<file path="src/cgra_col_pkg.sv">
//--------------------------------------------------------------------
// Shared widths, row count and packed types for one CGRA column.
// Compiled first; modules import it or use scoped names in headers.
//--------------------------------------------------------------------

package cgra_col_pkg;

  // Datapath word width
  parameter int unsigned DP_WIDTH = 32;

  // Default number of cells stacked in a column
  parameter int unsigned N_ROW_DEF = 4;

  // ALU flag count, matches alu_flag_t below
  parameter int unsigned N_FLAG = 2;

  typedef logic [DP_WIDTH-1:0] data_t;

  // Sign bit is the upper flag, zero test the lower one
  typedef struct packed {
    logic neg;
    logic zero;
  } alu_flag_t;

  // Memory request as issued by one cell
  typedef struct packed {
    logic  req;
    logic  wen;    // 1 means read
    data_t add;
    data_t wdata;
  } rc_mem_req_t;

  // Shared data-memory port leaving the column
  typedef struct packed {
    logic  req;
    logic  wen;    // 1 means read
    data_t add;
    data_t wdata;
  } mem_port_t;

endpackage

</file>
<file path="src/cgra_col.sv">
//--------------------------------------------------------------------
// One CGRA column: memory arbitration, read routing, result registers.
// Cell requests, results and nop bits come in as top-level inputs.
//--------------------------------------------------------------------
`timescale 1ns/1ns

module cgra_col #(
  parameter int unsigned N_ROW = cgra_col_pkg::N_ROW_DEF
) (
  input  logic                                   clk_i,
  input  logic                                   arst_n_i,
  input  logic                                   pc_en_i,
  input  cgra_col_pkg::rc_mem_req_t [N_ROW-1:0]  rc_req_i,
  input  logic [N_ROW-1:0]                       rc_nop_i,
  input  cgra_col_pkg::data_t [N_ROW-1:0]        alu_res_i,
  input  cgra_col_pkg::alu_flag_t [N_ROW-1:0]    alu_flag_i,
  output cgra_col_pkg::mem_port_t                mem_port_o,
  input  logic                                   mem_gnt_i,
  input  logic                                   mem_rvalid_i,
  input  cgra_col_pkg::data_t                    mem_rdata_i,
  output cgra_col_pkg::data_t [N_ROW-1:0]        res_o,
  output cgra_col_pkg::alu_flag_t [N_ROW-1:0]    flag_o
);

  // Cell accepted this cycle and cell receiving read data
  logic [N_ROW-1:0] gnt_sel;
  logic [N_ROW-1:0] rvalid_sel;

  col_mem_arbiter #(.N_ROW(N_ROW)) u_arbiter (
    .clk_i      (clk_i),
    .arst_n_i   (arst_n_i),
    .pc_en_i    (pc_en_i),
    .rc_req_i   (rc_req_i),
    .mem_gnt_i  (mem_gnt_i),
    .mem_port_o (mem_port_o),
    .gnt_sel_o  (gnt_sel)
  );

  col_rvalid_router #(.N_ROW(N_ROW)) u_router (
    .clk_i        (clk_i),
    .arst_n_i     (arst_n_i),
    .pc_en_i      (pc_en_i),
    .rc_req_i     (rc_req_i),
    .mem_rvalid_i (mem_rvalid_i),
    .rvalid_sel_o (rvalid_sel)
  );

  col_result_regs #(.N_ROW(N_ROW)) u_regs (
    .clk_i        (clk_i),
    .arst_n_i     (arst_n_i),
    .pc_en_i      (pc_en_i),
    .rc_req_i     (rc_req_i),
    .rc_nop_i     (rc_nop_i),
    .alu_res_i    (alu_res_i),
    .alu_flag_i   (alu_flag_i),
    .rvalid_sel_i (rvalid_sel),
    .mem_rdata_i  (mem_rdata_i),
    .res_o        (res_o),
    .flag_o       (flag_o)
  );

endmodule

</file>
<file path="src/col_mem_arbiter.sv">
//--------------------------------------------------------------------
// Fixed-priority arbiter for the column's shared memory port.
// A grant mask serves each requesting cell once per instruction step.
//--------------------------------------------------------------------
`timescale 1ns/1ns

module col_mem_arbiter #(
  parameter int unsigned N_ROW = cgra_col_pkg::N_ROW_DEF
) (
  input  logic                                   clk_i,
  input  logic                                   arst_n_i,
  input  logic                                   pc_en_i,
  input  cgra_col_pkg::rc_mem_req_t [N_ROW-1:0]  rc_req_i,
  input  logic                                   mem_gnt_i,
  output cgra_col_pkg::mem_port_t                mem_port_o,
  output logic [N_ROW-1:0]                       gnt_sel_o
);

  import cgra_col_pkg::*;

  logic [N_ROW-1:0] gnt_mask_q;
  logic [N_ROW-1:0] req_masked;
  logic [N_ROW-1:0] pick;
  mem_port_t        port_d;

  // Requests that still wait for service in this step
  always_comb begin
    for (int i = 0; i < N_ROW; i++) begin
      req_masked[i] = rc_req_i[i].req & gnt_mask_q[i];
    end
  end

  // Isolate the lowest set bit
  assign pick = req_masked & (~req_masked + 1'b1);

  //------------------------------------------------------------------
  // Port mux
  //------------------------------------------------------------------

  always_comb begin
    port_d = '0;
    for (int i = 0; i < N_ROW; i++) begin
      if (pick[i]) begin
        port_d.req   = 1'b1;
        port_d.wen   = rc_req_i[i].wen;
        port_d.add   = rc_req_i[i].add;
        port_d.wdata = rc_req_i[i].wdata;
      end
    end
  end

  assign mem_port_o = port_d;

  // Accepted cell, only while the memory grants
  assign gnt_sel_o = pick & {N_ROW{mem_gnt_i}};

  //------------------------------------------------------------------
  // Grant mask
  //------------------------------------------------------------------

  // Re-armed at each step, a bit drops once its cell is accepted
  always_ff @(posedge clk_i or negedge arst_n_i) begin
    if (!arst_n_i) begin
      gnt_mask_q <= '1;
    end else if (pc_en_i) begin
      gnt_mask_q <= '1;
    end else begin
      gnt_mask_q <= gnt_mask_q & ~gnt_sel_o;
    end
  end

  // At most one cell is accepted per cycle
  a_gnt_sel_onehot: assert property (
    @(posedge clk_i) disable iff (!arst_n_i) $onehot0(gnt_sel_o)
  );

  // The memory only grants a pending request
  a_gnt_needs_req: assert property (
    @(posedge clk_i) disable iff (!arst_n_i) $rose(mem_gnt_i) |-> mem_port_o.req
  );

endmodule

</file>
<file path="src/col_result_regs.sv">
//--------------------------------------------------------------------
// Per-cell result and flag registers, loaded at each step strobe.
// Read words arriving before the step wait in a temporary buffer.
//--------------------------------------------------------------------
`timescale 1ns/1ns

module col_result_regs #(
  parameter int unsigned N_ROW = cgra_col_pkg::N_ROW_DEF
) (
  input  logic                                   clk_i,
  input  logic                                   arst_n_i,
  input  logic                                   pc_en_i,
  input  cgra_col_pkg::rc_mem_req_t [N_ROW-1:0]  rc_req_i,
  input  logic [N_ROW-1:0]                       rc_nop_i,
  input  cgra_col_pkg::data_t [N_ROW-1:0]        alu_res_i,
  input  cgra_col_pkg::alu_flag_t [N_ROW-1:0]    alu_flag_i,
  input  logic [N_ROW-1:0]                       rvalid_sel_i,
  input  cgra_col_pkg::data_t                    mem_rdata_i,
  output cgra_col_pkg::data_t [N_ROW-1:0]        res_o,
  output cgra_col_pkg::alu_flag_t [N_ROW-1:0]    flag_o
);

  import cgra_col_pkg::*;

  data_t     [N_ROW-1:0] tmp_res_q;
  alu_flag_t [N_ROW-1:0] tmp_flag_q;
  alu_flag_t             rd_flag;

  // Flags of a loaded word: sign bit and all-zero test
  function automatic alu_flag_t word_flags(input data_t w);
    logic [N_FLAG-1:0] f;
    f = {w[DP_WIDTH-1], ~(|w)};
    return alu_flag_t'(f);
  endfunction

  assign rd_flag = word_flags(mem_rdata_i);

  //------------------------------------------------------------------
  // Early read data
  //------------------------------------------------------------------

  always_ff @(posedge clk_i) begin
    for (int i = 0; i < N_ROW; i++) begin
      if (!pc_en_i && rvalid_sel_i[i]) begin
        tmp_res_q[i]  <= mem_rdata_i;
        tmp_flag_q[i] <= rd_flag;
      end
    end
  end

  //------------------------------------------------------------------
  // Step registers
  //------------------------------------------------------------------

  always_ff @(posedge clk_i or negedge arst_n_i) begin
    if (!arst_n_i) begin
      res_o  <= '0;
      flag_o <= '0;
    end else if (pc_en_i) begin
      for (int i = 0; i < N_ROW; i++) begin
        // Nop cells keep their value
        if (!rc_nop_i[i]) begin
          if (!rc_req_i[i].req) begin
            res_o[i]  <= alu_res_i[i];
            flag_o[i] <= alu_flag_i[i];
          end else if (rvalid_sel_i[i]) begin
            res_o[i]  <= mem_rdata_i;
            flag_o[i] <= rd_flag;
          end else begin
            res_o[i]  <= tmp_res_q[i];
            flag_o[i] <= tmp_flag_q[i];
          end
        end
      end
    end
  end

  // Router hands each read word to a single cell
  a_rvalid_sel_onehot: assert property (
    @(posedge clk_i) disable iff (!arst_n_i) $onehot0(rvalid_sel_i)
  );

endmodule

</file>
<file path="src/col_rvalid_router.sv">
//--------------------------------------------------------------------
// Routes each returning read valid to the oldest cell still waiting.
// Reads return in grant order, so the lowest pending index wins.
//--------------------------------------------------------------------
`timescale 1ns/1ns

module col_rvalid_router #(
  parameter int unsigned N_ROW = cgra_col_pkg::N_ROW_DEF
) (
  input  logic                                   clk_i,
  input  logic                                   arst_n_i,
  input  logic                                   pc_en_i,
  input  cgra_col_pkg::rc_mem_req_t [N_ROW-1:0]  rc_req_i,
  input  logic                                   mem_rvalid_i,
  output logic [N_ROW-1:0]                       rvalid_sel_o
);

  logic [N_ROW-1:0] rd_mask_q;
  logic [N_ROW-1:0] rd_cand;
  logic [N_ROW-1:0] rd_pick;

  // Read cells whose data has not come back yet
  always_comb begin
    for (int i = 0; i < N_ROW; i++) begin
      rd_cand[i] = rc_req_i[i].req & rc_req_i[i].wen & rd_mask_q[i];
    end
  end

  assign rd_pick      = rd_cand & (~rd_cand + 1'b1);
  assign rvalid_sel_o = rd_pick & {N_ROW{mem_rvalid_i}};

  always_ff @(posedge clk_i or negedge arst_n_i) begin
    if (!arst_n_i) begin
      rd_mask_q <= '1;
    end else if (pc_en_i) begin
      rd_mask_q <= '1;
    end else begin
      rd_mask_q <= rd_mask_q & ~rvalid_sel_o;
    end
  end

  // No read data without an outstanding read
  a_rvalid_has_target: assert property (
    @(posedge clk_i) disable iff (!arst_n_i) mem_rvalid_i |-> (|rd_cand)
  );

endmodule

</file>
<file path="config.mk">
export PLATFORM = sky130hd
export DESIGN_NAME = cgra_col
export DESIGN_NICKNAME = d
export VERILOG_FILES = /design/src/cgra_col_pkg.sv /design/src/cgra_col.sv /design/src/col_mem_arbiter.sv /design/src/col_result_regs.sv /design/src/col_rvalid_router.sv
export SDC_FILE = /design/constraint.sdc
export NUM_CORES = 1
export LEC_CHECK = 0
export ABC_AREA = 1
export BUFFER_PORTS_ARGS = -buffer_cell sky130_fd_sc_hd__clkbuf_2
export CAP_MARGIN = 20
export CORE_AREA = 2 2 252 254
export DETAILED_ROUTE_END_ITERATION = 8
export DIE_AREA = 0 0 254 256
export GPL_ROUTABILITY_DRIVEN = 0
export PLACE_DENSITY_LB_ADDON = 0.05
export SLEW_MARGIN = 15
export SYNTH_ARGS = -nofsm -noshare
export SYNTH_HDL_FRONTEND = slang
export SYNTH_SLANG_ARGS = --single-unit
</file>
<file path="constraint.sdc">
create_clock -name clk_i -period 8.7 [get_ports clk_i]
set_clock_uncertainty 0.2 [all_clocks]
set_input_delay 0.435 -clock clk_i [delete_from_list [all_inputs] [get_ports clk_i]]
set_output_delay 0.435 -clock clk_i [all_outputs]
set_load 0.03 [all_outputs]
</file>
# --- Yosys cells after proc, flatten, opt, wreduce, memory -nomap -nowiden ---
# Index checks and enable logic that the tools add are counted.
op_classes:
  addsub: 2
  n_mux: 22
  bitwise: 27
  reduce_logical: 10
ops:
  columns: ["operator", "n"]
  rows:
  - ["66-bit 2-to-1 mux", 4]
  - ["32-bit 2-to-1 mux", 8]
  - ["32-bit OR reduction", 1]
  - ["4-bit AND", 6]
  - ["2-bit 2-to-1 mux", 8]
  - ["4-bit inverter", 4]
  - ["1-bit AND", 12]
  - ["4-bit by 1-bit adder with 4-bit output (second input constant)", 2]
  - ["4-bit 2-to-1 mux", 2]
  - ["2-bit AND reduction", 4]
  - ["1-bit inverter", 5]
  - ["1-bit logical AND", 4]
  - ["1-bit logical NOT", 1]
word_totals:
  reg_bits: 280
  input_bits: 441
  output_inout_bits: 202

# --- Depth between registers and ports, before layout ---
logic_depth:
  ltp_word: 9
  mapped_depth: 11
  ltp_nobuf: 8

# --- Modules after synthesis ---
# A second synthesis with hierarchy kept.
hier_totals:
  cells_unflattened: 1620
  hier_area_um2: 14500.2
by_module_without_submodules:
  columns: ["mod", "n_inst", "cells_per_inst", "area_each_um2", "seq_area_each_um2"]
  rows:
  - ["col_result_regs", 1, 1111, 11712.5, 7367.1]
  - ["col_mem_arbiter", 1, 477, 2562.5, 105.1]
  - ["col_rvalid_router", 1, 32, 225.2, 105.1]

# --- Worst setup path before layout ---
# No wires, ideal clock.
synth_path:
  path_kind: "in2reg"
  from: "input rc_req_i[65] in the netlist's numbering"
  to: "register u_regs.tmp_flag_q[4] in the netlist's numbering (enable)"
  t_arrival_ns: 2.518
  slack_ns: 5.559
  path_stages: 7
  path_buffers: 2
  cell_sequence: "buf_2 nand3_2 nand2_2 nor2_4 nand2_1 buf_2 nor2_1"
synth_via:
  elab_chain_cells: 7
synth_lines:
  columns: ["item", "line_no", "text"]
  rows:
  - ["from (decl)", "cgra_col.sv:13", "input cgra_col_pkg::rc_mem_req_t [N_ROW-1:0] rc_req_i,"]
  - ["1-bit AND (2 in series)", "col_rvalid_router.sv:25", "rd_cand[i] = rc_req_i[i].req & rc_req_i[i].wen & rd_mask_q[i];"]
  - ["4-bit inverter", "col_rvalid_router.sv:29", "assign rd_pick = rd_cand & (~rd_cand + 1'b1);"]
  - ["4-bit by 1-bit adder with 4-bit output", "col_rvalid_router.sv:29", null]
  - ["4-bit AND", "col_rvalid_router.sv:29", null]
  - ["4-bit AND", "col_rvalid_router.sv:30", "assign rvalid_sel_o = rd_pick & {N_ROW{mem_rvalid_i}};"]
  - ["1-bit logical AND", "col_result_regs.sv:44", "if (!pc_en_i && rvalid_sel_i[i]) begin"]
  - ["to (signal, indexed assignment)", "col_result_regs.sv:46", "tmp_flag_q[i] <= rd_flag;"]
  - ["to (decl)", "col_result_regs.sv:26", "alu_flag_t [N_ROW-1:0] tmp_flag_q;"]
# Every way passes these cells.
# A chain may end at the register's enable or synchronous reset.

==> metrics <==
status=finished, final reports clean; first-pass GRT wire length=111.5 mm; Worst setup SP type=flip-flop; most frequent cell after synthesis=nand2_1; final setup vio count=0; post-synthesis sequential element count=276; area leader, netlist=edfxtp_1; max cap viols=0; Ys Warns=0; number of enable flip-flop cells after synthesis=132; clock sink count=276; die height=256 microns; number of global-route vias before repair=15255; final hold viol count=0; PnR worst setup slack=4693 ps; post-CTS setup buffer count=0; post-route ant nets=0; Worst slew margin=0.3016; fin cells=3242; DRC violations left=0; top-area cell type share of the netlist area=0.2878; initial antenna violation count=14; # IOs=643; WL/cell=24.66 microns; Crit path required time=8070 ps; Synth Area in Simple Gates=0.2339; GRT Total Usage=0.2375; Pre-antenna DRT Iters=6; crit end category=output port; Hold Path Class=primary input to flip-flop; Synth cell types=26; largest family of logic cells by synthesized area=simple AND/OR/NAND/NOR gates; HPWL after DPL=57.34 mm; Initial Utilization=0.2208; Synth Net Count=2065; Post-Place Setup Slack=5148 ps; DIE WIDTH=254 microns; via/cell ratio=4.705; Slew @ Worst Pin=1037 ps; IO Port Bufs=642; Die ar.=0.06502 sq mm; fin util=0.3283; drt total wl=79.94 mm; Mapped Cells=1624; largest net degree at the start of global routing=75; Max Freq=249.6 MHz; Area Overhead vs Synth=48.69%; xor/xnor share of the synthesized area=0; sequential-to-total area share from yosys stat=0.5501; leakage power=9.214 nW; fraction of registers with async set/reset=0.5217; cts bufs inserted=37; multiplexer area fraction after synthesis=0; Final Max Tran Viols=0; Reg2Reg Setup Slack=6050 ps; H-Tree Depth=2; Clk Latency, worst-skew pair=560 ps; maximum clock path buffer count=3; placed insts=3015; Layout Nets=2802; starting DRC count in detailed routing=1074; Max VDD drop=114.0 uV; Critical Path AT=3370 ps; Post-synth top cells=nand2_1, a21oi_1, nand3_1; syn_area_per_cell=8.482 sq um; unrepaired setup endpoints after global routing=no; PD cells=196.4 mW/mm^2; Final Cycle Share=0.4605; Area contributors post-synth=edfxtp_1, dfrtp_1, a21oi_1; post-cts repair resize count=0; post-route minimum period=4007 ps; Mapped Area=0.01377 sq mm; TritonCTS clock tree=yes; worst setup path category=flip-flop to output port; site row count=92; GRT overflow=0; Vias=15252; Synth Area in Compound Gates=0.1527; Primary FF master, synth=dfrtp_1; root buffer cell=clkbuf_16; Core Footprint=0.06239 sq mm; TNS Setup=0 ps; CP max FO=69; Synth Area in Adders=0; Worst-path clk slew=60 ps; share of cells above drive strength 1=0.3172
## per-stage QoR
stage          total power (W)  hold slack, ps  area (sq um)
6_report              0.004022           19.57         20480
2_1_floorplan         0.002072          -60.59         13770
4_1_cts               0.004069          0.7152         20440
3_5_place_dp          0.002517           254.8         17770
3_3_place_gp          0.002515           256.6         17730
5_1_grt               0.004191           14.61         20480
## area by class of cell
cell class	instances	area [sq um]
clock buffers	57	1064
clock inverters	11	81.33
fillers	6776	41910
repair buffers	820	4981
diodes	6	15.01
inverters	85	319.1
multi-input cells	1141	5385
flip-flops and latches	276	7577
well taps	846	1059
## what timing repair did
action | CTS | global route
endpoints found under the setup margin | 0 | 0
endpoints found under the hold margin | 298 | 0
hold buffers | 152 | 0
## metal layers
| metal | GRT usage | vias to the layer above | part of all wire |
|---|---|---|---|
| li1 | - | 7095 | - |
| met1 | 0.3015 | 7469 | 0.42 |
| met2 | 0.4087 | 569 | 0.49 |
| met3 | 0.05421 | 115 | 0.066 |
| met4 | 0.05180 | 4 | 0.022 |
| met5 | 0 | - | 0.00028 |
## logic make-up (layout without fill, tap and decap cells)
kind of cell           after synthesis  count (layout)
flip-flops                         276             276
buffers and inverters              207             973
other                                0               6
AO/OA/AOI/OAI                      404             404
AND/OR/NAND/NOR                    737             737
## sequential cells by signal, summed over array words and instances (netlist names)
name                  count
u_router.rd_mask_q        4
u_regs.flag_o             8
u_regs.tmp_res_q        124
u_regs.res_o            128
u_regs.tmp_flag_q         8
u_arbiter.gnt_mask_q      4
## worst paths after layout
check	depth (start not counted)	start	endpoint
worst min register to register	2	u_router.rd_mask_q[1]$_DFF_PN1_	u_router.rd_mask_q[1]$_DFF_PN1_
worst max-delay path	9	u_arbiter.gnt_mask_q[0]$_DFF_PN1_	mem_port_o[58]
worst max register to register	9	u_arbiter.gnt_mask_q[0]$_DFF_PN1_	u_arbiter.gnt_mask_q[3]$_DFF_PN1_
min in group asynchronous	2	arst_n_i	u_regs.res_o[39]$_DFFE_PN0P_
max in group asynchronous	4	arst_n_i	u_regs.res_o[68]$_DFFE_PN0P_
worst min-delay path	3	alu_res_i[52]	u_regs.res_o[52]$_DFFE_PN0P_
## critical path, stage by stage (launching register included)
cell and delay (ps):
dfstp_2 580, nand2_2 60, buf_4 320, nand4_2 230, nand3_1 130, nor2_4 120
buf_4 610, nand2_1 120, nand4_1 250, clkbuf_2 270
## cells in the final DEF, fill, tap and decap left out, types with 2 or more instances in the layout
| master | count |
|---|---|
| o21ai_0 | 61 |
| edfxtp_1 | 132 |
| o211ai_1 | 31 |
| o21ai_1 | 11 |
| buf_4 | 23 |
| nor2_1 | 157 |
| clkbuf_8 | 2 |
| dfstp_2 | 8 |
| clkbuf_16 | 39 |
| diode_2 | 6 |
| clkinv_2 | 3 |
| nor2_4 | 11 |
| nand4_1 | 67 |
| dlygate4sd3_1 | 152 |
| nand3_2 | 4 |
| inv_1 | 70 |
| clkbuf_1 | 16 |
| dfrtp_1 | 136 |
| nand2_2 | 4 |
| nand3_1 | 171 |
| a21oi_1 | 298 |
| o22ai_1 | 2 |
| clkinv_1 | 6 |
| clkbuf_2 | 641 |
| nand2_1 | 321 |
| inv_2 | 14 |
| buf_12 | 2 |
## power by group
| part | internal, W | switching [W] | total, W |
|---|---|---|---|
| Sequential | 0.00147 | 0.0000634 | 0.00154 |
| Clock | 0.000847 | 0.000630 | 0.00148 |
| Combinational | 0.000308 | 0.000699 | 0.00101 |
No activity file was read; power rests on OpenSTA's default activity.
